## config.mk

```make
export PLATFORM = sky130hd
export DESIGN_NAME = baud_timer
export DESIGN_NICKNAME = d
export VERILOG_FILES = /design/src/include/boot_rom_image.svh /design/src/design/baud_timer.sv
export SDC_FILE = /design/constraint.sdc
export NUM_CORES = 1
export LEC_CHECK = 0
export ABC_AREA = 1
export BUFFER_PORTS_ARGS = -buffer_cell sky130_fd_sc_hd__buf_2
export CORE_AREA = 2 2 39 41
export DETAILED_ROUTE_END_ITERATION = 10
export DIE_AREA = 0 0 41 43
export MAX_ROUTING_LAYER = met4
export PLACE_DENSITY_LB_ADDON = 0.2
export SLEW_MARGIN = 20
export SYNTH_ARGS = -nofsm -noshare
export SYNTH_HDL_FRONTEND = slang
export SYNTH_SLANG_ARGS = --single-unit
```

## constraint.sdc

```tcl
create_clock -name clk -period 1.28 [get_ports clk]
set_input_delay 0.256 -clock clk [delete_from_list [all_inputs] [get_ports clk]]
set_output_delay 0.256 -clock clk [all_outputs]
set_load 0.01 [all_outputs]
```

## src/include/boot_rom_image.svh

```systemverilog
`ifndef BOOT_ROM_IMAGE_SVH
`define BOOT_ROM_IMAGE_SVH

`define BOOT_ROM_WORDS 16

// Boot loader stub, one instruction word per entry
`define BOOT_ROM_IMAGE '{ \
	32'h3c08_8000, 32'h3509_0400, 32'h2402_0000, 32'h2403_0040, \
	32'h8d0a_0000, 32'had2a_0000, 32'h2508_0004, 32'h2529_0004, \
	32'h2442_0001, 32'h1443_fffa, 32'h0000_0000, 32'h3c1f_8000, \
	32'h03e0_0008, 32'h0000_0000, 32'hdead_beef, 32'h1234_5678  \
}

`endif

```

## src/design/baud_timer.sv

```systemverilog
module baud_timer #(
	parameter int CLKS_PER_BIT = 8
) (
	input  logic clk,
	input  logic rst_n_i,
	input  logic restart_i,
	output logic tick_o
);

	localparam int CW = (CLKS_PER_BIT > 1) ? $clog2(CLKS_PER_BIT) : 1;
	localparam logic [CW-1:0] LAST = CW'(CLKS_PER_BIT - 1);

	logic [CW-1:0] cnt_q;

	assign tick_o = (cnt_q == LAST);

	// Restart lines bit boundaries up with the frame start
	always_ff @(posedge clk) begin
		if (!rst_n_i) begin
			cnt_q <= '0;
		end else if (restart_i || cnt_q == LAST) begin
			cnt_q <= '0;
		end else begin
			cnt_q <= cnt_q + 1'b1;
		end
	end

endmodule

```

Word-level counts from Yosys, hierarchy flattened
Index checks and enable logic that the tools add are counted.
- word-level logic and storage cells: 6
- memories kept: 0
- latch bits: 0
- ROM bits: 0
- register bits: 3
- RAM bits: 0
- output and inout port bits: 1
- $lt $le $gt $ge: 0
- shift-type cells: 0
- bitwise gates (word level): 1
- multipliers: 0
- mux-type cells: 0
- add/subtract/negate cells: 1
- reductions and logical operators: 2
- divide/modulo/power cells: 0
- eq/ne operators: 1
- operator list (cell ; number):
    $add 3x1->3 const B ; 1
    $eq 3x3->1 const B ; 1
    $reduce_or 2->1 ; 1
    $logic_or 1x1->1 ; 1
    $not 1->1 ; 1

Depth between registers and ports, before layout
- word-level depth: 3
- mapped depth: 5

Least setup slack after synthesis
OpenSTA, ideal clock, no wires.
- path type: register -> register
- start point: register cnt_q[0]
- end point: register cnt_q[0]
- stages on the path, launching flop included: 6
- data required time: 1216 ps
- setup slack: 274 ps
- arrival: 942 ps
- path buffers: 0
- cell sequence: dfxtp_1 -> ha_1 -> ha_1 -> nor2_1 -> nand2_1 -> nor2_1
- longest elaborated chain between the ends: 3
- elaborated cells between the ends (all ways): 4
- RTL lines (what ; line ; text):
    from (decl) ; baud_timer.sv:13 ; logic [CW-1:0] cnt_q;
    from (signal assigned) ; baud_timer.sv:24 ; cnt_q <= cnt_q + 1'b1;
    $eq 3x3->1 ; - ;
    net tick_o ; baud_timer.sv:7 ; output logic tick_o
    $logic_or 1x1->1 ; baud_timer.sv:21 ; end else if (restart_i || cnt_q == LAST) begin
    $reduce_or 2->1 (no line) ; - ;
The timed path passes the listed nets, and every way through them passes these cells.
A chain may end at the register's enable or synchronous reset.

Final worst setup path
- start point: register cnt_q[0]
- end point: output port tick_o
- longest elaborated chain between the ends: 1
- RTL lines (what ; line ; text):
    $eq 3x3->1 ; baud_timer.sv:15 ; assign tick_o = (cnt_q == LAST);
    to (decl) ; baud_timer.sv:7 ;
No other way between the ends.

==> metrics.md <==
| Metric | Value |
|---|---|
| Via count | 92 |
| Worst-skew pair later-pin latency | 0.24 ns |
| Status | finished, final reports clean |
| Wire length per cell | 5.86 um |
| Crit path kind | flop to output pin |
| Worst clock skew | 0.00316 ns |
| Routed Antenna Nets | 0 |
| Drt first pass iters | 2 |
| Syn Inst Count | 12 |
| Grt total ovfl | 0 |
| Cts hold-fix bufs | 0 |
| Setup Viol. Count Final | 0 |
| Ports | 4 |
| Num CTS Buffers | 3 |
| Data required, critical path | 1.02 ns |
| Yosys top cell by area | dfxtp_1 |
| Routed WL | approximately 210 um |
| Syn. warnings | 0 |
| Cell Area, Placed | 146 um^2 |
| Vias per cell | 2.63 |
| Mapped cell area | 111 um^2 |
| Residual DRC | 0 |
| Post-layout power | 0.000280 W |
| Startpoint types | flop |
| DP HPWL | 147 um |
| Synth Area per Inst | 9.28 um^2 |
| CTS sink count | 3 |
| CP max FO | 2 |
| Period utilization | 0.963 |
| Crit end category | output pin |
| Critical Path AT | 0.98 ns |
| FILL cells | 150 |
| Register bit total from synthesis | 3 |
| Flop2flop setup slack | 0.28 ns |
| Area delta synth->final | 84.3% |
| Top post-synthesis cells by area | dfxtp_1 54%, ha_1 22%, nor2_1 13%, inv_1 6.7%, nand2_1 3.4% |
| PD cells | 1360 nW/um^2 |
| Pin count of the biggest net entering global routing | 4 |
| Die ar. | 1760 um^2 |
| Ant. Diodes | 0 |
| Count leader, synth | nor2_1 |
| Fmax | about 0.8 GHz |
| Vias in the first global route | between 100 and 150 |
| Leading register cell type out of synthesis | dfxtp_1 |
| Max-slew violation count | 0 |
| Slew @ Worst Pin | around 0.11 ns |
| VDD IR max | 0.000439 V |
| Final hold vios | 0 |
| Post-placement cell count | 31 |
| Routability cong. | approximately 0.55 |
| RSZ-0062 raised after global routing | no |
| Total track usage | 0.0421 |
| Layout cells sized above 1 | 0.474 |
| Leakage | ~0.083 nW |
| Post-CTS Setup Inserts | 0 |
| Final min period | 1.23 ns |
| CTS H-tree depth | 1 |
| Cell area after layout | 205 um^2 |
| Biggest register | cnt_q |
| CTS tree | yes |
| Mapped Nets | 17 |
| Largest regs | cnt_q (3) |
| Die width | approximately 41 um |
| Slew margin rel. | 0.927 |
| Post-synth EDFFs | 0 |
| Async SR Flop Fraction | 0 |
| Clk buf depth | 2 |
| Clk root buf | clkbuf_4 |
| Starting density of the core | 0.0805 |
| Synth cell types | 5 |
| Global-route wire length before repair | ~380 um |
| Post-CTS sizing | 4 |
| Post-synth top cells | 4 x nor2_1, 3 x dfxtp_1, 2 x ha_1, 2 x inv_1, 1 x nand2_1 |
| Worst hold path class | input pin to flop |
| Core Rows | 14 |
| Die Ht | between 40 and 50 um |
| Final Non-Filler Cells | 35 |
| Maxcap violations | 0 |
| Seq/Total Area, Yosys | 0.539 |
| Final #Nets | 25 |
| 1st-iter DRT viols | 2 |
| Initial antenna violation count | 0 |
| Synth top area share | 0.539 |
| PortBufs | 3 |
| Max FFs per register | 3 |
| Setup TNS | 0 ns |
| Core ar. | 1380 um^2 |
| Clock slew at reported path FFs | about 0.040 ns |
[cells in the final DEF, fill, tap and decap left out, drive strengths merged]
cell    instances
nor2            4
clkbuf          4
dfxtp           3
buf             3
inv             2
ha              2
nand2           1
[worst paths after layout]
| path | from | endpoint | cells past startpoint |
|---|---|---|---|
| max | cnt_q[0] | tick_o | 3 |
| max reg2reg | cnt_q[0] | cnt_q[0] | 5 |
| min reg2reg | cnt_q[0] | cnt_q[0] | 1 |
| min | rst_n_i | cnt_q[2] | 3 |
[power breakdown]
group / total [W] / switching (W) / internal (W) / leakage [nW]
registers: 0.000100 / 0.00000283 / 0.0000976 / 0.0248
logic: 0.0000106 / 0.00000479 / 0.00000582 / 0.0436
clock network: 0.000169 / 0.0000515 / 0.000117 / 0.0150
total: 0.000280 / 0.0000592 / 0.000220 / 0.0833
[cell families after synthesis]
family | Yosys count | synth area share
adders and majority gates | 2 | 0.225
buffers and inverters | 2 | 0.0674
DFF | 3 | 0.539
and+or+nand+nor | 5 | 0.168
[per-stage QoR]
| stage | utilization | hold slack, ns | setup WS, ns |
|---|---|---|---|
| floorplan | - | 0.399 | 0.274 |
| global placement | 0.106 | 0.409 | 0.216 |
| detailed placement | 0.106 | 0.429 | 0.199 |
| CTS | 0.134 | 0.278 | 0.00267 |
| global route | 0.148 | 0.301 | 0.0145 |
| finish | 0.148 | 0.276 | 0.0470 |
[layout make-up]
cell class              count  area (um^2)  share of cell area
inverters                   2         7.51              0.0366
clock buffers               4         26.3               0.128
repair buffers              3         21.3               0.104
well taps                  16         20.0              0.0976
flip-flops and latches      3         61.3               0.299
multi-input cells           7         68.8               0.335
[per-layer routing]
layer / track usage / vias up / part of all wire
met5: - / - / 0
met4: 0.0600 / 0 / 0.054
met3: 0.0524 / 2 / 0.16
met2: 0.0406 / 6 / 0.31
met1: 0.0288 / 33 / 0.47
li1: - / 51 / -
[worst max-delay path, cell delays in order (launching register included)]
cell and delay, ns:
dfxtp_2 0.32, ha_4 0.16, ha_4 0.15, buf_6 0.11
Note: power is estimated with default switching activity, not from simulation.
