## src/include/boot_rom_image.svh

```systemverilog
`ifndef BOOT_ROM_IMAGE_SVH
`define BOOT_ROM_IMAGE_SVH

`define BOOT_ROM_WORDS 16

// Boot loader stub, one instruction word per entry
`define BOOT_ROM_IMAGE '{ \
	32'h3c08_8000, 32'h3509_0400, 32'h2402_0000, 32'h2403_0040, \
	32'h8d0a_0000, 32'had2a_0000, 32'h2508_0004, 32'h2529_0004, \
	32'h2442_0001, 32'h1443_fffa, 32'h0000_0000, 32'h3c1f_8000, \
	32'h03e0_0008, 32'h0000_0000, 32'hdead_beef, 32'h1234_5678  \
}

`endif

```

## src/design/soc_bus_pkg.sv

```systemverilog
package soc_bus_pkg;

	// Host side widths
	typedef logic [31:0] addr_t;
	typedef logic [31:0] word_t;
	typedef logic [3:0]  dev_sel_t;

	// Device select codes
	localparam dev_sel_t SEL_NONE      = 4'd0;
	localparam dev_sel_t SEL_RAM       = 4'd1;
	localparam dev_sel_t SEL_ROM       = 4'd2;
	localparam dev_sel_t SEL_UART      = 4'd5;
	localparam dev_sel_t SEL_UART_STAT = 4'd6;
	localparam dev_sel_t SEL_DIGSEG    = 4'd7;

	// Codes 3, 4 and 8..15 have no device behind them

endpackage

```

## src/design/soc_periph_pkg.sv

```systemverilog
package soc_periph_pkg;

	typedef logic [7:0] byte_t;
	typedef logic [3:0] nibble_t;

	// Bit 6 is segment a, bit 0 is segment g
	typedef logic [6:0] seg_t;

	function automatic seg_t hex_to_seg(nibble_t digit);
		seg_t seg;
		case (digit)
			4'h0: seg = 7'h7e;
			4'h1: seg = 7'h30;
			4'h2: seg = 7'h6d;
			4'h3: seg = 7'h79;
			4'h4: seg = 7'h33;
			4'h5: seg = 7'h5b;
			4'h6: seg = 7'h5f;
			4'h7: seg = 7'h70;
			4'h8: seg = 7'h7f;
			4'h9: seg = 7'h7b;
			4'ha: seg = 7'h77;
			4'hb: seg = 7'h1f;
			4'hc: seg = 7'h4e;
			4'hd: seg = 7'h3d;
			4'he: seg = 7'h4f;
			default: seg = 7'h47;
		endcase
		return seg;
	endfunction

endpackage

```

## src/design/seg_display.sv

```systemverilog
module seg_display import soc_bus_pkg::*, soc_periph_pkg::*; (
	input  logic  clk,
	input  logic  rst_n_i,
	input  logic  stb_i,
	input  logic  we_i,
	input  word_t wdata_i,
	output logic  ack_o,
	output word_t rdata_o,
	output seg_t  seg1_o,
	output seg_t  seg0_o
);

	nibble_t dig1_q;
	nibble_t dig0_q;

	always_ff @(posedge clk) begin
		if (!rst_n_i) begin
			dig1_q <= '0;
			dig0_q <= '0;
			ack_o  <= 1'b0;
		end else begin
			ack_o <= stb_i;
			if (stb_i && we_i) begin
				dig1_q <= wdata_i[7:4];
				dig0_q <= wdata_i[3:0];
			end
		end
	end

	// Readback of both digits
	always_ff @(posedge clk) begin
		if (stb_i && !we_i)
			rdata_o <= {24'b0, dig1_q, dig0_q};
	end

	// Registered glyphs, one cycle behind the digits
	always_ff @(posedge clk) begin
		if (!rst_n_i) begin
			seg1_o <= hex_to_seg(4'h0);
			seg0_o <= hex_to_seg(4'h0);
		end else begin
			seg1_o <= hex_to_seg(dig1_q);
			seg0_o <= hex_to_seg(dig0_q);
		end
	end

endmodule

```

## config.mk

```make
export PLATFORM = sky130hd
export DESIGN_NAME = seg_display
export DESIGN_NICKNAME = d
export VERILOG_FILES = /design/src/include/boot_rom_image.svh /design/src/design/soc_bus_pkg.sv /design/src/design/soc_periph_pkg.sv /design/src/design/seg_display.sv
export SDC_FILE = /design/constraint.sdc
export NUM_CORES = 1
export LEC_CHECK = 0
export BUFFER_PORTS_ARGS = -buffer_cell sky130_fd_sc_hd__buf_2
export CORE_MARGIN = 3
export CORE_UTILIZATION = 41
export DETAILED_ROUTE_END_ITERATION = 16
export GPL_ROUTABILITY_DRIVEN = 0
export PLACE_DENSITY = 0.81
export RECOVER_POWER = 50
export SYNTH_ARGS = -nofsm -noshare
export SYNTH_HDL_FRONTEND = slang
export SYNTH_SLANG_ARGS = --single-unit
```

## constraint.sdc

```tcl
create_clock -name clk -period 1.7 [get_ports clk]
set_input_delay 0.34 -clock clk [delete_from_list [all_inputs] [get_ports clk]]
set_output_delay 0.34 -clock clk [all_outputs]
set_load 0.01 [all_outputs]
```

; Yosys cells after proc, flatten, opt, wreduce, memory -nomap -nowiden
; Memories as Yosys holds them, arrays and structs flattened. A register that Yosys moved wholly into a read port is not among the register bits.
; Cells that the tools add are included.
[op_classes]
reduce_logical = 5
[op_table]
columns = cell, n
row1 = 1-bit logical NOT, 3
row2 = 1-bit logical AND, 2
[word_totals]
ff_bits = 17
wordCells = 11
n_memories = 2
romBits = 224
input_bits = 36
[memory_table]
columns = memory, words, width, rd, rd_clocked_by_memory_dff, write_ports, line_no
row1 = (name not given), 16, 7, 1, 1, 0, soc_periph_pkg.sv:11  ; case (digit)
row2 = (name not given), 16, 7, 1, 1, 0, soc_periph_pkg.sv:11

; Logic depth before layout (Yosys ltp)
[depth]
ltp_word = 2
mapped_depth = 5

; Worst setup path after synthesis
; OpenSTA, ideal clock, no wires.
[synth_path]
path_type = in2reg
from = in stb_i
to = reg rdata_o[0], enable pin
arrival_time_ns = 1.048
t_required_ns = 1.327
path_slack_ns = 0.279
cell_stages = 2
path_cell_list = clkbuf_1 nor2b_1
[synth_via]
elab_chain_cells = 1
[synth_rtl]
columns = item, line_no
row1 = "start, declared", seg_display.sv:4  ; input logic stb_i,
row2 = 1-bit logical AND, seg_display.sv:32  ; if (stb_i && !we_i)
row3 = "end signal, assigned", seg_display.sv:33  ; rdata_o <= {24'b0, dig1_q, dig0_q};
row4 = "end, declared", seg_display.sv:8  ; output word_t rdata_o,
; Every way passes these cells.
; A chain may end at the register's enable or synchronous reset.

==> metrics.cfg <==
[grt]
grt_max_degree = 17
grt_usage_pct = 12.9
grt_pass1_wl_um = 4370
overflow = 0
antenna_found_initial = 0
grt_pass1_vias = 1016

[detailed_routing]
top_layer = met4
firstDrtPassIters = 4
via_per_inst = 4.70
drt-total-wl_um = 2700
ant_nets = 0
route.met2.wl_um = 1140
drt-initial-drc-count = 87
wl_per_cell_um = 11.1
num_vias = 1146
route.met3.wl_um = 286
drcViolationCount = 0
m1WireLength_um = 1210

[worst_setup_path]
worst-setup-path-type = reg -> reg
required_ns = 1.87
end_kind = register
crit_slowest_cell = a311o_1
cp_num_buf_inv = 1
cpLargestDelayFamily = compound AO/OA/AOI/OAI gates
crit_fanout = 5
path_cells = clkbuf_1 > ha_1 > nor2b_1 > a211oi_1 > a311o_1
startpoint_type = register
crit_arrival_ns = 1.72
max_stage_delay_ns = 0.34

[floorplan]
ios = 83
fp.dieW_um = 68.2
die_area_mm2 = 0.00465
rows = 21
core_mm2 = 0.00352
dieHeight_um = 68.2
start_util_pct = 45.1

[min_path]
min_path_type = in -> reg

[logic_synthesis]
yosysWarnings = 0
synth_top_family_by_area = buffers and inverters
synthAdderAreaFrac_pct = 11.0
synthCells = 159
synth.distinct_cells = 28
yosys.area_share.simple_pct = 15.3
synthXorXnorAreaFrac_pct = 0
synth_compound_area_share_pct = 11.8
ys_seq_elements = 31
synthMuxAreaShare_pct = 1.26
synth_area_mm2 = 0.00159
postSynthAreaPerCell_um2 = 9.98
ys_seq_area_share_pct = 44.2

[power_and_ir_drop]
p_int_mw = 1.15
p_seq_share_pct = 52.9
vdd_drop_max_uv = 248
leakagePower_nw = 0.729
swShare_pct = 25.5
p_switching_mw = 0.395
pwr-share-clk_pct = 34.9
power_per_cell_area_mw_per_mm2 = 880
p_comb_share_pct = 12.2

[clock_network]
cts.sinks = 31
postCtsSetupBuffers = 0
ctsHtreeMaxLevel = 2
cts_buffers = 5
cts_hold_buf = 0
cts_tree = done
cts_max_path_buffers = 2
clk_latency_ns = 0.29
clk_pin_slew_ns = 0.06
cts_resized = 0
root_buffer = clkbuf_8

[sta]
rsz0062_at_grt = false
setup-violations-final = 0
period_share_pct = 91.5
skew_ns = 0.00405
max_freq_mhz = 643
final.min_clock_period_ns = 1.56
hold_viol_final = 0
slew_viol_final = 0
timing.setup.tns_ns = 0

[layout]
multi_input_area_um2 = 716
synthToLayoutAreaGrowth_pct = 10.8
nets = 247
diodes = 0
fin_util_pct = 49.9
mostFrequentLayoutCells = 27 x buf_2, 24 x conb_1, 23 x dfxtp_1
final_layout_size_suffix_gt1_share_pct = 18.7
layout_commonest_cell = buf_2
fill_cells = 343
layout.area.seq_um2 = 701

[placed_design]
numPortBuffers = 34
dp_hpwl_um = 1980

[run]
cap_violations = 0

[status]
status = complete, no violations

cell type report:
| cell class | instances | share of cell area [%] |
|---|---|---|
| clock buffers | 7 | 4.34 |
| clock inverters | 1 | 0.285 |
| flip-flops and latches | 31 | 39.9 |
| well taps | 46 | 3.27 |
| repair buffers | 39 | 10.5 |
| multi-input cells | 115 | 40.7 |
| inverters | 5 | 1.07 |
power groups by stage:
stage                     sequential, mW  clock, mW  combinational (mW)
after detailed placement           0.834          0               0.195
after CTS                          0.819      0.557               0.195
final                              0.819      0.540               0.188
after global placement             0.833          0               0.191
after global routing               0.824      0.593               0.215
after floorplan                    0.843          0               0.166
cells in the mapped netlist (all sizes together):
cell,instances,share of area (%)
buf,29,14
edfxtp,8,15
nand2b,6,2.7
and2b,1,0.47
or2,2,0.79
nand3,8,2.5
ha,14,11
dfxtp,23,29
and2,3,1.2
a311oi,2,1.1
nor2b,6,2.4
nand2,17,4.0
a21oi,12,3.8
a211oi,2,0.95
o21ai,4,1.3
o211ai,2,0.95
clkbuf,2,1.1
nor3,4,1.3
inv,5,1.2
mux2i,2,1.3
a311o,6,3.8
conb,1,0.24
worst paths after layout:
kind | start | endpoint | slack [ns] | depth (start not counted)
min reg2reg | dig0_q[1] | dig0_q[1] | 0.57 | 2
max reg2reg | dig1_q[0] | seg1_o[6] | 0.14 | 5
min | rst_n_i | seg0_o[4] | 0.30 | 2
max | dig1_q[0] | seg1_o[6] | 0.14 | 5
cells by family (layout without fill, tap and decap cells):
| family | Yosys count | count (layout) |
|---|---|---|
| mux | 2 | 2 |
| buf+inv | 36 | 52 |
| fa+ha+maj | 14 | 14 |
| compound gates | 28 | 28 |
| other cells | 1 | 24 |
| flops | 31 | 31 |
| simple gates | 47 | 47 |
through the flow:
| stage | worst slack, ns | cells | hold slack, ns | cell area, um^2 | power, mW |
|---|---|---|---|---|---|
| 2_1_floorplan | 0.279 | 182 | 0.402 | 1670 | 1.01 |
| 3_3_place_gp | 0.228 | 236 | 0.546 | 1700 | 1.02 |
| 3_5_place_dp | 0.224 | 236 | 0.557 | 1700 | 1.03 |
| 4_1_cts | 0.210 | 244 | 0.300 | 1780 | 1.57 |
| 5_1_grt | 0.0567 | 244 | 0.316 | 1760 | 1.63 |
| 6_report | 0.145 | 244 | 0.303 | 1760 | 1.55 |
layer usage:
| metal | GRT usage [%] | up-vias |
|---|---|---|
| li1 | - | 568 |
| met1 | 15.4 | 514 |
| met2 | 19.3 | 59 |
| met3 | 5.25 | 5 |
| met4 | 7.94 | 0 |
| met5 | 0 | - |
worst reg2reg max path, delay by kind of cell, from the launching register on:
family | cells | cell delay (ns)
AOI/OAI and AO/OA | 2 | 0.42
adders and majority gates | 1 | 0.22
buffers and inverters | 1 | 0.24
DFF | 1 | 0.33
and+or+nand+nor | 1 | 0.22
flip-flops by register name, summed over array words and instances (netlist names):
register and count:
seg1_o 7, dig1_q 4, ack_o 1, seg0_o 7
rdata_o 8, dig0_q 4
No activity file was read; power rests on OpenSTA's default activity.
