## src/include/boot_rom_image.svh

```systemverilog
`ifndef BOOT_ROM_IMAGE_SVH
`define BOOT_ROM_IMAGE_SVH

`define BOOT_ROM_WORDS 16

// Boot loader stub, one instruction word per entry
`define BOOT_ROM_IMAGE '{ \
	32'h3c08_8000, 32'h3509_0400, 32'h2402_0000, 32'h2403_0040, \
	32'h8d0a_0000, 32'had2a_0000, 32'h2508_0004, 32'h2529_0004, \
	32'h2442_0001, 32'h1443_fffa, 32'h0000_0000, 32'h3c1f_8000, \
	32'h03e0_0008, 32'h0000_0000, 32'hdead_beef, 32'h1234_5678  \
}

`endif

```

## src/design/soc_bus_pkg.sv

```systemverilog
package soc_bus_pkg;

	// Host side widths
	typedef logic [31:0] addr_t;
	typedef logic [31:0] word_t;
	typedef logic [3:0]  dev_sel_t;

	// Device select codes
	localparam dev_sel_t SEL_NONE      = 4'd0;
	localparam dev_sel_t SEL_RAM       = 4'd1;
	localparam dev_sel_t SEL_ROM       = 4'd2;
	localparam dev_sel_t SEL_UART      = 4'd5;
	localparam dev_sel_t SEL_UART_STAT = 4'd6;
	localparam dev_sel_t SEL_DIGSEG    = 4'd7;

	// Codes 3, 4 and 8..15 have no device behind them

endpackage

```

## src/design/bus_ctrl.sv

```systemverilog
module bus_ctrl import soc_bus_pkg::*; (
	input  logic     clk,
	input  logic     rst_n_i,

	input  logic     req_stb_i,
	input  logic     req_we_i,
	input  dev_sel_t req_sel_i,
	input  addr_t    req_addr_i,
	input  word_t    req_wdata_i,

	input  logic     ram_ack_i,
	input  word_t    ram_rdata_i,
	input  logic     rom_ack_i,
	input  word_t    rom_rdata_i,
	input  logic     seg_ack_i,
	input  word_t    seg_rdata_i,
	input  logic     tx_busy_i,

	output logic     ram_stb_o,
	output logic     rom_stb_o,
	output logic     uart_stb_o,
	output logic     seg_stb_o,
	output logic     tgt_we_o,
	output addr_t    tgt_addr_o,
	output word_t    tgt_wdata_o,

	output logic     rsp_ack_o,
	output word_t    rsp_rdata_o
);

	typedef enum logic [2:0] {
		IDLE,
		ISSUE,
		WAIT_TGT,
		WAIT_UART,
		RESP
	} state_t;

	state_t   state_q;
	dev_sel_t sel_q;
	logic     issue;

	assign issue = (state_q == ISSUE);

	// One strobe per target, only in ISSUE
	assign ram_stb_o  = issue && (sel_q == SEL_RAM);
	assign rom_stb_o  = issue && (sel_q == SEL_ROM);
	assign seg_stb_o  = issue && (sel_q == SEL_DIGSEG);
	assign uart_stb_o = issue && (sel_q == SEL_UART) && tgt_we_o;

	assign rsp_ack_o = (state_q == RESP);

	// Request latched once, shared by all targets
	always_ff @(posedge clk) begin
		if (state_q == IDLE && req_stb_i) begin
			sel_q       <= req_sel_i;
			tgt_we_o    <= req_we_i;
			tgt_addr_o  <= req_addr_i;
			tgt_wdata_o <= req_wdata_i;
		end
	end

	always_ff @(posedge clk) begin
		if (!rst_n_i) begin
			state_q     <= IDLE;
			rsp_rdata_o <= '0;
		end else begin
			case (state_q)
				IDLE: begin
					if (req_stb_i)
						state_q <= ISSUE;
				end
				ISSUE: begin
					if (sel_q == SEL_UART && tgt_we_o)
						state_q <= WAIT_UART;
					else
						state_q <= WAIT_TGT;
				end
				WAIT_TGT: begin
					case (sel_q)
						SEL_RAM: begin
							if (ram_ack_i) begin
								rsp_rdata_o <= ram_rdata_i;
								state_q     <= RESP;
							end
						end
						SEL_ROM: begin
							if (rom_ack_i) begin
								rsp_rdata_o <= rom_rdata_i;
								state_q     <= RESP;
							end
						end
						SEL_DIGSEG: begin
							if (seg_ack_i) begin
								rsp_rdata_o <= seg_rdata_i;
								state_q     <= RESP;
							end
						end
						SEL_UART_STAT: begin
							rsp_rdata_o <= {31'b0, tx_busy_i};
							state_q     <= RESP;
						end
						// SEL_NONE, unmapped codes and UART reads
						default: begin
							rsp_rdata_o <= '0;
							state_q     <= RESP;
						end
					endcase
				end
				WAIT_UART: begin
					// Frame is done once the transmitter drops busy
					if (!tx_busy_i) begin
						rsp_rdata_o <= '0;
						state_q     <= RESP;
					end
				end
				RESP: begin
					state_q <= IDLE;
				end
				default: begin
					state_q <= IDLE;
				end
			endcase
		end
	end

endmodule

```

## config.mk

```make
export PLATFORM = sky130hd
export DESIGN_NAME = bus_ctrl
export DESIGN_NICKNAME = d
export VERILOG_FILES = /design/src/include/boot_rom_image.svh /design/src/design/soc_bus_pkg.sv /design/src/design/bus_ctrl.sv
export SDC_FILE = /design/constraint.sdc
export NUM_CORES = 1
export LEC_CHECK = 0
export BUFFER_PORTS_ARGS = -buffer_cell sky130_fd_sc_hd__buf_2
export CORE_MARGIN = 8
export CORE_UTILIZATION = 46
export CTS_CLUSTER_DIAMETER = 150
export CTS_CLUSTER_SIZE = 30
export DETAILED_ROUTE_END_ITERATION = 8
export PLACE_DENSITY = 0.86
export SETUP_SLACK_MARGIN = 0.02
export SLEW_MARGIN = 20
export SYNTH_ARGS = -nofsm -noshare
export SYNTH_HDL_FRONTEND = slang
export SYNTH_SLANG_ARGS = --single-unit
```

## constraint.sdc

```tcl
create_clock -name clk -period 20.7 [get_ports clk]
set_clock_uncertainty 0.2 [all_clocks]
set_input_delay 4.14 -clock clk [delete_from_list [all_inputs] [get_ports clk]]
set_output_delay 4.14 -clock clk [all_outputs]
set_load 0.05 [all_outputs]
```

# Yosys cells after proc, flatten, opt, wreduce, memory -nomap -nowiden
# Index checks and enable logic that the tools add are counted.
[word_totals] regBits=104 output_inout_bits=102 word_cells=45 input_bits=172
[op_classes] n_eq_ne=14 mux=14 n_reduce_logical=11
[op_table] op="32-bit 2-to-1 mux" n=4
[op_table] op="32-bit one-hot mux with 4 select lines" n=1
[op_table] op="32-bit one-hot mux with 2 select lines" n=1
[op_table] op="3-bit 2-to-1 mux" n=5
[op_table] op="4-bit by 3-bit == test with 1-bit output (second input constant)" n=3
[op_table] op="3-bit one-hot mux with 4 select lines" n=1
[op_table] op="5-bit AND reduction" n=2
[op_table] op="3-bit inequality test (second input constant)" n=3
[op_table] op="3-bit one-hot mux with 3 select lines" n=1
[op_table] op="1-bit logical AND" n=7
[op_table] op="3-bit by 2-bit == test with 1-bit output (second input constant)" n=2
[op_table] op="4-bit by 1-bit == test with 1-bit output (second input constant)" n=1
[op_table] op="4-bit by 2-bit == test with 1-bit output (second input constant)" n=1
[op_table] op="2-bit inequality test (second input constant)" n=2
[op_table] op="3-bit by 1-bit == test with 1-bit output (second input constant)" n=1
[op_table] op="3-bit == test (second input constant)" n=1
[op_table] op="3-bit logical NOT" n=1
[op_table] op="2-bit nonzero test" n=1
[op_table] op="1-bit 2-to-1 mux" n=1

# Longest topological paths before layout
[depth] word_depth=4 depth_mapped=7 ltp_nobuf=4

# Worst setup path after synthesis
# Ideal clock, no wire load.
[synth_timing] kind="input to register" from="input req_stb_i" to="register sel_q[0], enable pin" arrival_time_ns=11.127 setup_time_ns=0.690 path_buffers=0 t_required_ns=19.810 slack_ns=8.682 cell_stages=1 path_cell_list="nor4b_1"
[synth_between] elab_chain_cells=1
[synth_lines] element="from (decl)" line="bus_ctrl.sv:5" text="input logic req_stb_i,"
[synth_lines] element="1-bit logical AND" line="bus_ctrl.sv:55" text="if (state_q == IDLE && req_stb_i) begin"
[synth_lines] element="to (signal assigned)" line="bus_ctrl.sv:56" text="sel_q <= req_sel_i;"
[synth_lines] element="to (decl)" line="bus_ctrl.sv:40" text="dev_sel_t sel_q;"
# No other way between the ends.
# A chain may end at the register's enable or synchronous reset.

# Worst setup path in the final report
[layout_timing] from="register sel_q[2]" to="output seg_stb_o"
[layout_between] elab_chain_cells=2
[layout_lines] element="4-bit by 3-bit == test with 1-bit output" line="bus_ctrl.sv:48" text="assign seg_stb_o = issue && (sel_q == SEL_DIGSEG);"
[layout_lines] element="1-bit logical AND" line="bus_ctrl.sv:48"
[layout_lines] element="to (decl)" line="bus_ctrl.sv:22" text="output logic seg_stb_o,"
# No other way between the ends.

==> reports/metrics.cfg <==
[yosys]
seq_area_frac_synth_pct = 65.3
synth_nets = 475
synth_edf_count = 69
synth_area_um2 = 4250
syn_avg_cell_area_um2 = 14.0
synthArstFlopShare_pct = 0
synth_area_leader_cell = edfxtp_1
synth.area.top_cells = edfxtp_1, dfxtp_1, a222oi_1
synthFlopType = edfxtp_1
yosysMostFrequentCell = edfxtp_1
synth_cells = 303
netlist.area_leader.share_pct = 48.8
ys_seq_elements = 104
yosysWarnings = 0
synth_common_cells = edfxtp_1, dfxtp_1, nand2_1, or3_1
synth_cell_types = 36

[min_path]
min-delay-start = rsp_rdata_o[30]
holdPathEnd = rsp_rdata_o[30]
hold_path_class = flop to flop
whs_path_depth = 2

[layout]
final_nets = 734
multiInputGateArea_um2 = 1290
num-fill-cells = 731
drive_above_1_share_pct = 52.6
syn_to_final_growth_pct = 37.0
layout.area.seq_um2 = 2770
stdcell_count = 678
diodes = 0

[global_route]
grt_usage_pct = 21.1
grt_antenna_before_repair = 1
grt_pass1_wl_mm = 20.7
grt_max_degree = 70
grt_overflow_total = 0
grt_pass1_vias = 3936

[power]
comb_power_share_pct = 20.1
power_density_nw_per_um2 = 79.8
ir_worst_vdd_mv = 0.0548
switching_share_pct = 32.6
p_total_uw = 465
p_int_uw = 313
leakagePower_uw = 0.00267
p_switching_uw = 151
clkPwrFrac_pct = 27.6
p_seq_share_pct = 52.3

[routing]
via_per_inst = 5.52
top_layer_used = met5
vias = 3743
first_pass_iters = 8
wl_per_cell_um = 20.5
drc_errors = 0
routed-wl-met2_mm = 7.70
wl_met3_mm = 1.13
drtIter0Drc = 415
routed_wl_mm = 13.9
ant_nets = 0
met1Wirelength_mm = 4.68

[clock_tree]
cts_sinks = 104
clk_latency_ns = 0.36
post-cts-setup-buffer-count = 0
cts_hold_buf = 0
cts-root-buf = clkbuf_8
cts_buffers = 9
clkSlewWorstSetupHoldPaths_ns = 0.11
clockBufferDepth = 2
cts.repair.resized = 0
cts_tree = done
cts_htree_levels = 3

[floorplanning]
core_area_um2 = 9110
ios = 274
num_rows = 35
fp.dieW_um = 112
die_h_um = 112
start_util_pct = 46.6
dieArea_um2 = 12600

[sta]
setup_tns_ns = 0
maxSlewViolCount = 0
finalWorstPathRequiredPeriod_ns = 6.54
setup_viol = 0
finalHoldViolations = 0
fmaxAchievable_ghz = 0.153
finalCritPeriodShare_pct = 31.6
max_slew_margin_pct = 44.5
fin_ws_ns = 14.16
worstMarginPinSlew_ns = 0.833
grt_setup_unrepaired = no

[worst_setup_path]
required_ns = 16.36
startpoint = sel_q[2]
r2r_setup_slack_ns = 18.11
worstPathArrival_ns = 2.20
cp_max_fo = 32
reg2reg_from = sel_q[1]
crit_path_start_kind = flop
end_kind = primary output
path_class = flop to primary output
reg2reg_depth = 5
reg2reg_to = rsp_rdata_o[17]

[placement]
pre_cts_ws_ns = 14.29
portBuffers = 273
place_hpwl_mm = 11.0
gp_congestion = 0.875
dpl.cell_count = 662

[flow_run]
drv_cap = 0

[status]
outcome = completed

==> layout make-up <==
type | count | share of cell area (%)
multi-input combinational | 168 | 22.2
clock buffer | 9 | 2.13
clock inverter | 7 | 1.61
timing repair buffer | 276 | 23.9
inverter | 3 | 0.194
tap | 111 | 2.39
sequential | 104 | 47.7
==> metal layers <==
layer  global-route usage, %  vias to the layer above
li1                        -                     1709
met1                    20.2                     1804
met2                    39.9                      192
met3                    7.25                       36
met4                    9.17                        2
met5                       0                        -
==> state kept, by name (all words and copies together) (netlist names) <==
name         flops
rsp_rdata_o     32
tgt_addr_o      32
tgt_wdata_o     32
sel_q            4
state_q          3
tgt_we_o         1
==> worst max-delay path by stage <==
| stage | slack (ns) | to |
|---|---|---|
| 4_1_cts | 13.84 | seg_stb_o |
| 3_5_place_dp | 14.29 | seg_stb_o |
| 5_1_grt | 14.00 | seg_stb_o |
| 2_1_floorplan | 8.68 | sel_q[0] |
| 3_3_place_gp | 14.38 | seg_stb_o |
| 6_report | 14.16 | seg_stb_o |
==> logic make-up after synthesis <==
logic type | after synthesis | share of synthesized area [%]
AO/OA/AOI/OAI | 46 | 9.63
XOR/XNOR | 1 | 0.206
buffers and inverters | 31 | 5.21
flip-flops | 104 | 65.3
multiplexers | 31 | 7.30
AND/OR/NAND/NOR | 90 | 12.4
==> power groups by stage <==
stage          clock network (µW)  logic (µW)  registers, µW
2_1_floorplan                   0        26.2            286
3_5_place_dp                    0        92.8            247
6_report                      128        93.2            243
5_1_grt                       140        97.4            244
4_1_cts                       133        92.8            243
3_3_place_gp                    0        90.7            247
==> placed cells by master, fill, tap and decap left out, types with 2 or more instances in the layout <==
master,n
dfxtp_1,35
nor3_1,2
mux2i_1,31
a222oi_1,31
nand3b_1,2
o21ai_0,2
nor4b_4,2
nand2b_1,2
buf_4,3
nor2b_1,6
inv_1,3
buf_2,273
a31oi_1,2
a21oi_1,4
clkinv_8,3
clkbuf_8,9
edfxtp_1,69
nor3b_1,2
or3_1,32
nor2_1,4
nand2_1,32
a211o_1,2
==> stage by stage <==
stage | area [µm²] | util (%) | hold WS, ns
6_report | 5820 | 63.9 | 0.265
5_1_grt | 5820 | 63.9 | 0.283
4_1_cts | 5810 | 63.7 | 0.269
3_5_place_dp | 5590 | 61.3 | 0.255
3_3_place_gp | 5590 | 61.3 | 0.243
2_1_floorplan | 4250 | - | 0.361
==> worst max-delay path, cell delays in order, from the launching register on <==
cell and delay [ns]:
edfxtp_1 0.63, and4b_2 0.73, nor2b_1 0.20, buf_2 0.27
Power figures use the tool's default switching activity.
