**src/include/boot_rom_image.svh**
```systemverilog
`ifndef BOOT_ROM_IMAGE_SVH
`define BOOT_ROM_IMAGE_SVH

`define BOOT_ROM_WORDS 16

// Boot loader stub, one instruction word per entry
`define BOOT_ROM_IMAGE '{ \
	32'h3c08_8000, 32'h3509_0400, 32'h2402_0000, 32'h2403_0040, \
	32'h8d0a_0000, 32'had2a_0000, 32'h2508_0004, 32'h2529_0004, \
	32'h2442_0001, 32'h1443_fffa, 32'h0000_0000, 32'h3c1f_8000, \
	32'h03e0_0008, 32'h0000_0000, 32'hdead_beef, 32'h1234_5678  \
}

`endif

```
**src/design/soc_bus_pkg.sv**
```systemverilog
package soc_bus_pkg;

	// Host side widths
	typedef logic [31:0] addr_t;
	typedef logic [31:0] word_t;
	typedef logic [3:0]  dev_sel_t;

	// Device select codes
	localparam dev_sel_t SEL_NONE      = 4'd0;
	localparam dev_sel_t SEL_RAM       = 4'd1;
	localparam dev_sel_t SEL_ROM       = 4'd2;
	localparam dev_sel_t SEL_UART      = 4'd5;
	localparam dev_sel_t SEL_UART_STAT = 4'd6;
	localparam dev_sel_t SEL_DIGSEG    = 4'd7;

	// Codes 3, 4 and 8..15 have no device behind them

endpackage

```
**src/design/boot_rom.sv**
```systemverilog
`include "boot_rom_image.svh"

module boot_rom import soc_bus_pkg::*; #(
	parameter int ROM_AW = 4
) (
	input  logic  clk,
	input  logic  stb_i,
	input  logic  we_i,
	input  addr_t addr_i,
	output logic  ack_o,
	output word_t rdata_o
);

	localparam int    ROM_WORDS = `BOOT_ROM_WORDS;
	localparam word_t IMAGE [ROM_WORDS] = `BOOT_ROM_IMAGE;

	logic [ROM_AW-1:0] idx;
	word_t             rom_word;

	assign idx = addr_i[ROM_AW+1:2];

	// Past the end of the image reads as zero
	assign rom_word = (idx < ROM_WORDS) ? IMAGE[idx] : '0;

	always_ff @(posedge clk) begin
		if (stb_i)
			rdata_o <= we_i ? '0 : rom_word;
		ack_o <= stb_i;
	end

endmodule

```
**config.mk**
```make
export PLATFORM = sky130hd
export DESIGN_NAME = boot_rom
export DESIGN_NICKNAME = d
export VERILOG_FILES = /design/src/design/soc_bus_pkg.sv /design/src/design/boot_rom.sv
export VERILOG_INCLUDE_DIRS = /design/src /design/src/include
export SDC_FILE = /design/constraint.sdc
export NUM_CORES = 1
export LEC_CHECK = 0
export ABC_CLOCK_PERIOD_IN_PS = 2500
export BUFFER_PORTS_ARGS = -buffer_cell sky130_fd_sc_hd__buf_2
export CORE_MARGIN = 2
export CORE_UTILIZATION = 35
export CTS_CLUSTER_SIZE = 40
export DETAILED_ROUTE_END_ITERATION = 10
export MAX_ROUTING_LAYER = met4
export PLACE_DENSITY = 0.66
export SLEW_MARGIN = 20
export SYNTH_ARGS = -nofsm -noshare
export SYNTH_HDL_FRONTEND = slang
export SYNTH_SLANG_ARGS = --single-unit
```
**constraint.sdc**
```tcl
create_clock -name clk -period 2.5 [get_ports clk]
set_input_delay 0.5 -clock clk [delete_from_list [all_inputs] [get_ports clk]]
set_output_delay 0.5 -clock clk [all_outputs]
set_load 0.05 [all_outputs]
```
### Word level (Yosys, flattened, before mapping)

Memory sizes are Yosys's and may differ from the RTL's. A register that Yosys moved wholly into a read port is not among the register bits.
Cells that the tools add are included.

| operators by class | value |
|---|---|
| bitwise operators | 1 |

Operator list:

| kind | count |
|---|---|
| $not A4 Y5 | 1 |

| word-level totals | value |
|---|---|
| bits of input ports | 35 |
| register bits | 1 |
| output and inout bits | 33 |
| ROM bits | 512 |
| memories | 1 |
| logic and storage cells | 3 |

Memories:

| name | depth | bits a word | read ports | clocked after Yosys merged registers in | write ports | RTL line | source |
|---|---|---|---|---|---|---|---|
| (no name shown) | 16 | 32 | 1 | 1 | 0 | boot_rom.sv:23 | `assign rom_word = (idx < ROM_WORDS) ? IMAGE[idx] : '0;` |

### Logic depth before layout (Yosys ltp)

Gate-level depths: netlist of the first run.

| depth | value |
|---|---|
| depth in word-level cells | 1 |
| gate-level depth with buffers | 7 |
| gate-level depth less buffers | 7 |

### Least setup slack after synthesis of the first run

Ideal clock, no wire load.

| path | value |
|---|---|
| path kind | input to register |
| start | input addr_i[2] |
| end | register rdata_o[27] (data pin) |
| library setup time | 0.254 ns |
| arrival time | 1.386 ns |
| required time | 2.246 ns |
| stages | 4 |
| slack | 0.861 ns |
| buffers on the path | 0 |
| path through | inv_1 -> ha_1 -> mux4_1 -> nor2b_1 |

| between the ends | value |
|---|---|
| cells in the longest elaborated chain, start to end | 1 |

Ends and longest elaborated chain:

| element | RTL line | source |
|---|---|---|
| start: declaration | boot_rom.sv:9 | `input addr_t addr_i,` |
| $not A4 Y5 (not written as such) | boot_rom.sv:23 |  |
| end: declaration | boot_rom.sv:11 | `output word_t rdata_o` |

No other way between the ends.

### Worst setup path in the final report of the first run

Ends and elaborated chain as after synthesis.

==> results of run 1 <==
[cells in the final DEF (no fill, tap or decap)]
| master | synthesis | routed |
|---|---|---|
| buf_2 | 4 | 39 |
| edfxtp_1 | 26 | 26 |
| nor2_1 | 16 | 16 |
| a21oi_1 | 13 | 13 |
| ha_1 | 13 | 13 |
| nand2_1 | 10 | 10 |
| inv_1 | 6 | 6 |
| nor2b_1 | 4 | 4 |
| nand2b_1 | 3 | 3 |
| a211oi_1 | 3 | 3 |
| a311oi_1 | 3 | 3 |
| clkbuf_8 | 0 | 3 |
| inv_2 | 2 | 2 |
| a31oi_1 | 2 | 2 |
| nand3_1 | 1 | 1 |
| nor3_1 | 1 | 1 |
| mux4_1 | 1 | 1 |
| mux2i_1 | 1 | 1 |
| or3_1 | 1 | 1 |
| mux2_2 | 1 | 1 |
| dfxtp_1 | 1 | 1 |
| clkbuf_1 | 2 | 1 |
[cells in the mapped netlist (all sizes together)]
master / number
dfxtp: 1
edfxtp: 26
buf: 10
mux2: 1
nor2b: 4
inv: 8
a21oi: 13
or3: 1
clkbuf: 2
mux2i: 1
a211oi: 3
nand2b: 3
a31oi: 2
mux4: 1
nor3: 1
a311oi: 3
nand2: 10
nand3: 1
nor2: 16
ha: 13
[state kept, by name, summed over array words and instances, names as in the netlist]
register / flops
ack_o: 1
rdata_o: 26
[layer usage]
metal	routed length, um	track usage
met1	991	0.118
met2	1140	0.200
met3	91	0.0100
met4	65	0.0765
met5	0	-
[cell type report]
cell class | instances | area, um2
fill | 376 | 2120
clock buffer | 4 | 45.0
timing repair buffer | 39 | 195
sequential | 27 | 801
multi-input combinational | 73 | 494
tap | 48 | 60.1
inverter | 8 | 30.0
[cells by family (layout without fill, tap and decap cells)]
family / after synthesis / in the layout / synth area share
DFF: 27 / 27 / 0.573
adders and majority gates: 13 / 13 / 0.116
muxes: 3 / 3 / 0.0340
and+or+nand+nor: 36 / 36 / 0.113
AOI/OAI and AO/OA: 21 / 21 / 0.0904
buffers and inverters: 20 / 51 / 0.0734
[worst paths after layout]
check	end	slack [ns]	depth (start not counted)
worst max-delay path	rdata_o[27]	0.87	5
worst min-delay path	rdata_o[23]	0.61	2
[power groups by stage]
stage,Sequential [mW],Combinational (mW),Clock (mW)
floorplan,0.674,0.0919,0
global placement,0.550,0.267,0
detailed placement,0.551,0.268,0
CTS,0.541,0.268,0.247
global route,0.543,0.284,0.264
finish,0.540,0.266,0.241
[worst max-delay path, stage by stage]
cell	delay [ns]
buf_2	0.15
inv_1	0.12
ha_1	0.28
mux4_1	0.47
nor2b_1	0.13
==> results.py, run 1 <==
metrics = {
    "power": {
        "powerDensity_nw_per_um2": 644,
        "seq_power_share": 0.516,
        "p_clk_frac": 0.231,
        "combPwrFrac": 0.254,
        "power_mw": 1.05,
        "p_sw_frac": 0.330,
        "switchingPower_mw": 0.346,
        "power.leakage_nw": 0.678,
        "ir_drop_v": 0.000182,
        "internal_power_mw": 0.702,
    },
    "place": {
        "dpl_cell_area_um2": 1580,
        "dp_cells": 195,
        "io_buffers": 39,
        "pre_cts_ws_ns": 0.575,
        "place_congestion": 0.777,
        "dp_hpwl_um": 1620,
    },
    "drt": {
        "routed_via_density": 4.74,
        "num_vias": 944,
        "wl_per_cell_um": 11.5,
        "routed_wl_um": 2290,
        "ant_nets": 0,
        "dr.pass1.iters": 4,
        "drc": 0,
        "drt_iter0_markers": 41,
    },
    "floorplanning": {
        "fp.coreArea_um2": 3740,
        "rows": 22,
        "dieArea_um2": 4510,
        "ios": 68,
        "die_h_um": 67.2,
        "start_util": 0.373,
        "fp.dieW_um": 67.2,
    },
    "cells_and_area": {
        "stdcell_count": 199,
        "diodes": 0,
        "drive_gt1_frac": 0.298,
        "syn_to_final_growth_pct": 16.3,
        "nets": 200,
        "stdcell_area_um2": 1630,
        "post-route-util": 0.434,
    },
    "logic_synthesis": {
        "syn_nets": 168,
        "syn-cell-area_um2": 1400,
        "synth_largest_area_cell": "edfxtp_1",
        "synthCells": 120,
        "avgSynthCellArea_um2": 11.6,
        "ys_seq_elements": 27,
        "ys_top_cells_by_area": "edfxtp_1 56%, ha_1 12%, a21oi_1 4.7%",
        "synth_warnings": 0,
        "yosysSeqAreaShare": 0.573,
        "ys_types": 22,
        "synth.top_cell.area_share": 0.559,
    },
    "run": {
        "cap_viol_max_count": 0,
    },
    "setup_path": {
        "crit_required_ns": 2.53,
        "cp-end-kind": "register",
        "cp.arrival_ns": 1.66,
        "critical_path_class": "primary input to register",
        "cp-startpoint": "addr_i[2]",
        "worst_setup_path_start_kind": "primary input",
        "crit_fanout": 7,
    },
    "sta": {
        "rsz0062_at_grt": "no",
        "hold_viol_final": 0,
        "setup_viol": 0,
        "tns_ns": 0,
        "fin_crit_ns": 1.63,
        "worst_slack_ns": 0.869,
        "post-route-period-util": 0.652,
        "slew_violations": 0,
        "tightest_slew_ns": 0.556,
        "fmax_ghz": 0.613,
        "slew_headroom": 0.629,
        "fin_hold_ws_ns": 0.613,
    },
    "grt": {
        "grt_overflow": 0,
        "grt_first_pass_wirelength_um": 3650,
        "antenna_found_initial": 0,
        "grt_max_degree": 28,
        "grt_pass1_vias": 830,
        "track_usage": 0.113,
    },
    "clock_tree": {
        "cts_setup_buffers": 0,
        "clock_path_buffers": 2,
        "cts.repair.resized": 0,
        "cts_sinks": 27,
        "numCtsBuffers": 3,
        "cts-root-buf": "clkbuf_8",
        "cts_tree": "built",
        "holdBufCountCts": 0,
        "h-tree-depth": 1,
        "clkSlewWorstSetupHoldPaths_ns": 0.08,
    },
    "min_path": {
        "hold_class": "primary input to register",
        "worstHoldStart": "addr_i[2]",
    },
    "run_status": {
        "outcome": "finished, final reports clean",
    },
}
Note: power is estimated with default switching activity, not from simulation.
==> inputs of run 2 (changes only) <==
--- a/config.mk
+++ b/config.mk
@@ -6,7 +6,7 @@
 export SDC_FILE = /design/constraint.sdc
 export NUM_CORES = 1
 export LEC_CHECK = 0
-export ABC_CLOCK_PERIOD_IN_PS = 2500
+export ABC_CLOCK_PERIOD_IN_PS = 1550
 export BUFFER_PORTS_ARGS = -buffer_cell sky130_fd_sc_hd__buf_2
 export CORE_MARGIN = 2
 export CORE_UTILIZATION = 35
==> constraint.sdc (replaced) <==
create_clock -name clk -period 1.55 [get_ports clk]
set_input_delay 0.31 -clock clk [delete_from_list [all_inputs] [get_ports clk]]
set_output_delay 0.31 -clock clk [all_outputs]
set_load 0.05 [all_outputs]
==> run 2 against run 1 <==
Sequential share of layout area decreased by 3.4 points. Non-clock buffer count rose by 14. Critical path depth unchanged. Global-route usage is 1.3 points higher. Wire length up 10%. Flip-flop and latch count unchanged. Die area did not move. Worst setup slack got worse by 0.66 ns. Count of clock-buffer cells in the layout fell by 1. Utilization rose by 3.2 points. Clock power up 62%. Critical path type unchanged. Critical endpoint unchanged.
==> results.py, run 2 (synthesis results as in run 1) <==
metrics = {
    "clock_tree": {
        "holdBufCountCts": 0,
        "clkSlewWorstSetupHoldPaths_ns": 0.09,
        "clock_path_buffers": 2,
        "cts_setup_buffers": 0,
        "cts.repair.resized": 0,
        "numCtsBuffers": 3,
        "h-tree-depth": 1,
        "cts_sinks": 27,
        "cts_tree": "built",
        "cts-root-buf": "clkbuf_8",
    },
    "setup_path": {
        "path_delay_family": "multiplexers",
        "crit_fanout": 5,
        "worst_setup_path_start_kind": "primary input",
        "cp_num_buf_inv": 2,
        "cp.arrival_ns": 1.37,
        "crit_required_ns": 1.58,
        "cp-end-kind": "register",
        "cp_slowest_cell": "mux4_1",
        "critPathMaxStageDelay_ns": 0.49,
        "critical_path_class": "primary input to register",
        "path_cells": "buf_2 -> inv_1 -> ha_1 -> mux4_1 -> nor2b_1",
    },
    "floorplanning": {
        "ios": 68,
        "start_util": 0.373,
        "fp.coreArea_um2": 3740,
        "fp.dieW_um": 67.2,
        "rows": 22,
        "dieArea_um2": 4510,
        "die_h_um": 67.2,
    },
    "drt": {
        "routed_via_density": 4.69,
        "drt_iter0_markers": 23,
        "routed_wl_um": 2520,
        "num_vias": 1000,
        "wl_per_cell_um": 11.8,
        "ant_nets": 0,
        "drc": 0,
        "dr.pass1.iters": 2,
    },
    "sta": {
        "fin_crit_ns": 1.34,
        "slew_headroom": 0.712,
        "tightest_slew_ns": 0.431,
        "post-route-period-util": 0.867,
        "tns_ns": 0,
        "fin_hold_ws_ns": 0.376,
        "slew_violations": 0,
        "fmax_ghz": 0.744,
        "rsz0062_at_grt": "no",
        "setup_viol": 0,
        "hold_viol_final": 0,
    },
    "cells_and_area": {
        "nets": 214,
        "largest_reg_flops": 26,
        "drive_gt1_frac": 0.364,
        "final_common_cell": "buf_2",
        "stdcell_count": 213,
        "syn_to_final_growth_pct": 24.8,
        "regMostFlops": "rdata_o",
        "diodes": 0,
        "reg.largest.list": "rdata_o (26), ack_o (1)",
        "mostFrequentLayoutCells": "39 x buf_2, 26 x edfxtp_1, 16 x nor2_1",
    },
    "grt": {
        "grt_pass1_vias": 936,
        "grt_max_degree": 28,
        "grt_first_pass_wirelength_um": 4130,
        "grt_use_met2": 0.222,
        "antenna_found_initial": 0,
        "use_met1": 0.144,
        "grt_overflow": 0,
        "track_usage": 0.125,
        "top_usage_layer": "met2",
        "grtUsageMet3": 0.00667,
    },
    "power": {
        "ir_drop_v": 0.000279,
        "power_mw": 1.72,
        "powerDensity_nw_per_um2": 989,
        "power.leakage_nw": 0.754,
    },
    "place": {
        "io_buffers": 39,
        "place_congestion": 0.837,
        "dp_cells": 209,
        "dp_hpwl_um": 1920,
    },
    "run_status": {
        "outcome": "finished, final reports clean",
    },
    "run": {
        "cap_viol_max_count": 0,
    },
    "min_path": {
        "hold_class": "primary input to register",
    },
}
## run 2: stage by stage
stage | area (um2) | utilization | worst slack [ns]
6_report | 1740 | 0.466 | 0.206
5_1_grt | 1740 | 0.466 | 0.142
4_1_cts | 1740 | 0.466 | 0.218
3_5_place_dp | 1700 | 0.454 | -0.0742
3_3_place_gp | 1700 | 0.454 | -0.0497
2_1_floorplan | 1400 | - | 0.101
## run 2: area by class of cell
| cell class | count | area (um2) |
|---|---|---|
| clock inverter | 1 | 5.00 |
| clock buffer | 3 | 41.3 |
| fill | 362 | 2000 |
| timing repair buffer | 53 | 313 |
| inverter | 8 | 30.0 |
| sequential | 27 | 801 |
| multi-input combinational | 73 | 494 |
| tap | 48 | 60.1 |
## run 2: where the power goes
group	total, mW	leakage (nW)	internal [mW]	switching [mW]
clock	0.390	0.0255	0.180	0.210
sequential	0.871	0.257	0.858	0.0125
combinational	0.464	0.471	0.115	0.349
total	1.72	0.754	1.15	0.572
## run 2: per-layer routing
layer,vias up,wire [um],share of wire
met2,24,1290,0.51
li1,507,-,-
met5,-,0,0
met1,465,1100,0.44
met4,0,46,0.018
met3,4,87,0.034
## run 2: path summary, 6_finish.rpt
check / startpoint / endpoint / slack, ns / cells past startpoint
setup / recovery: addr_i[2] / rdata_o[27] / 0.21 / 5
hold / removal: stb_i / ack_o / 0.38 / 2
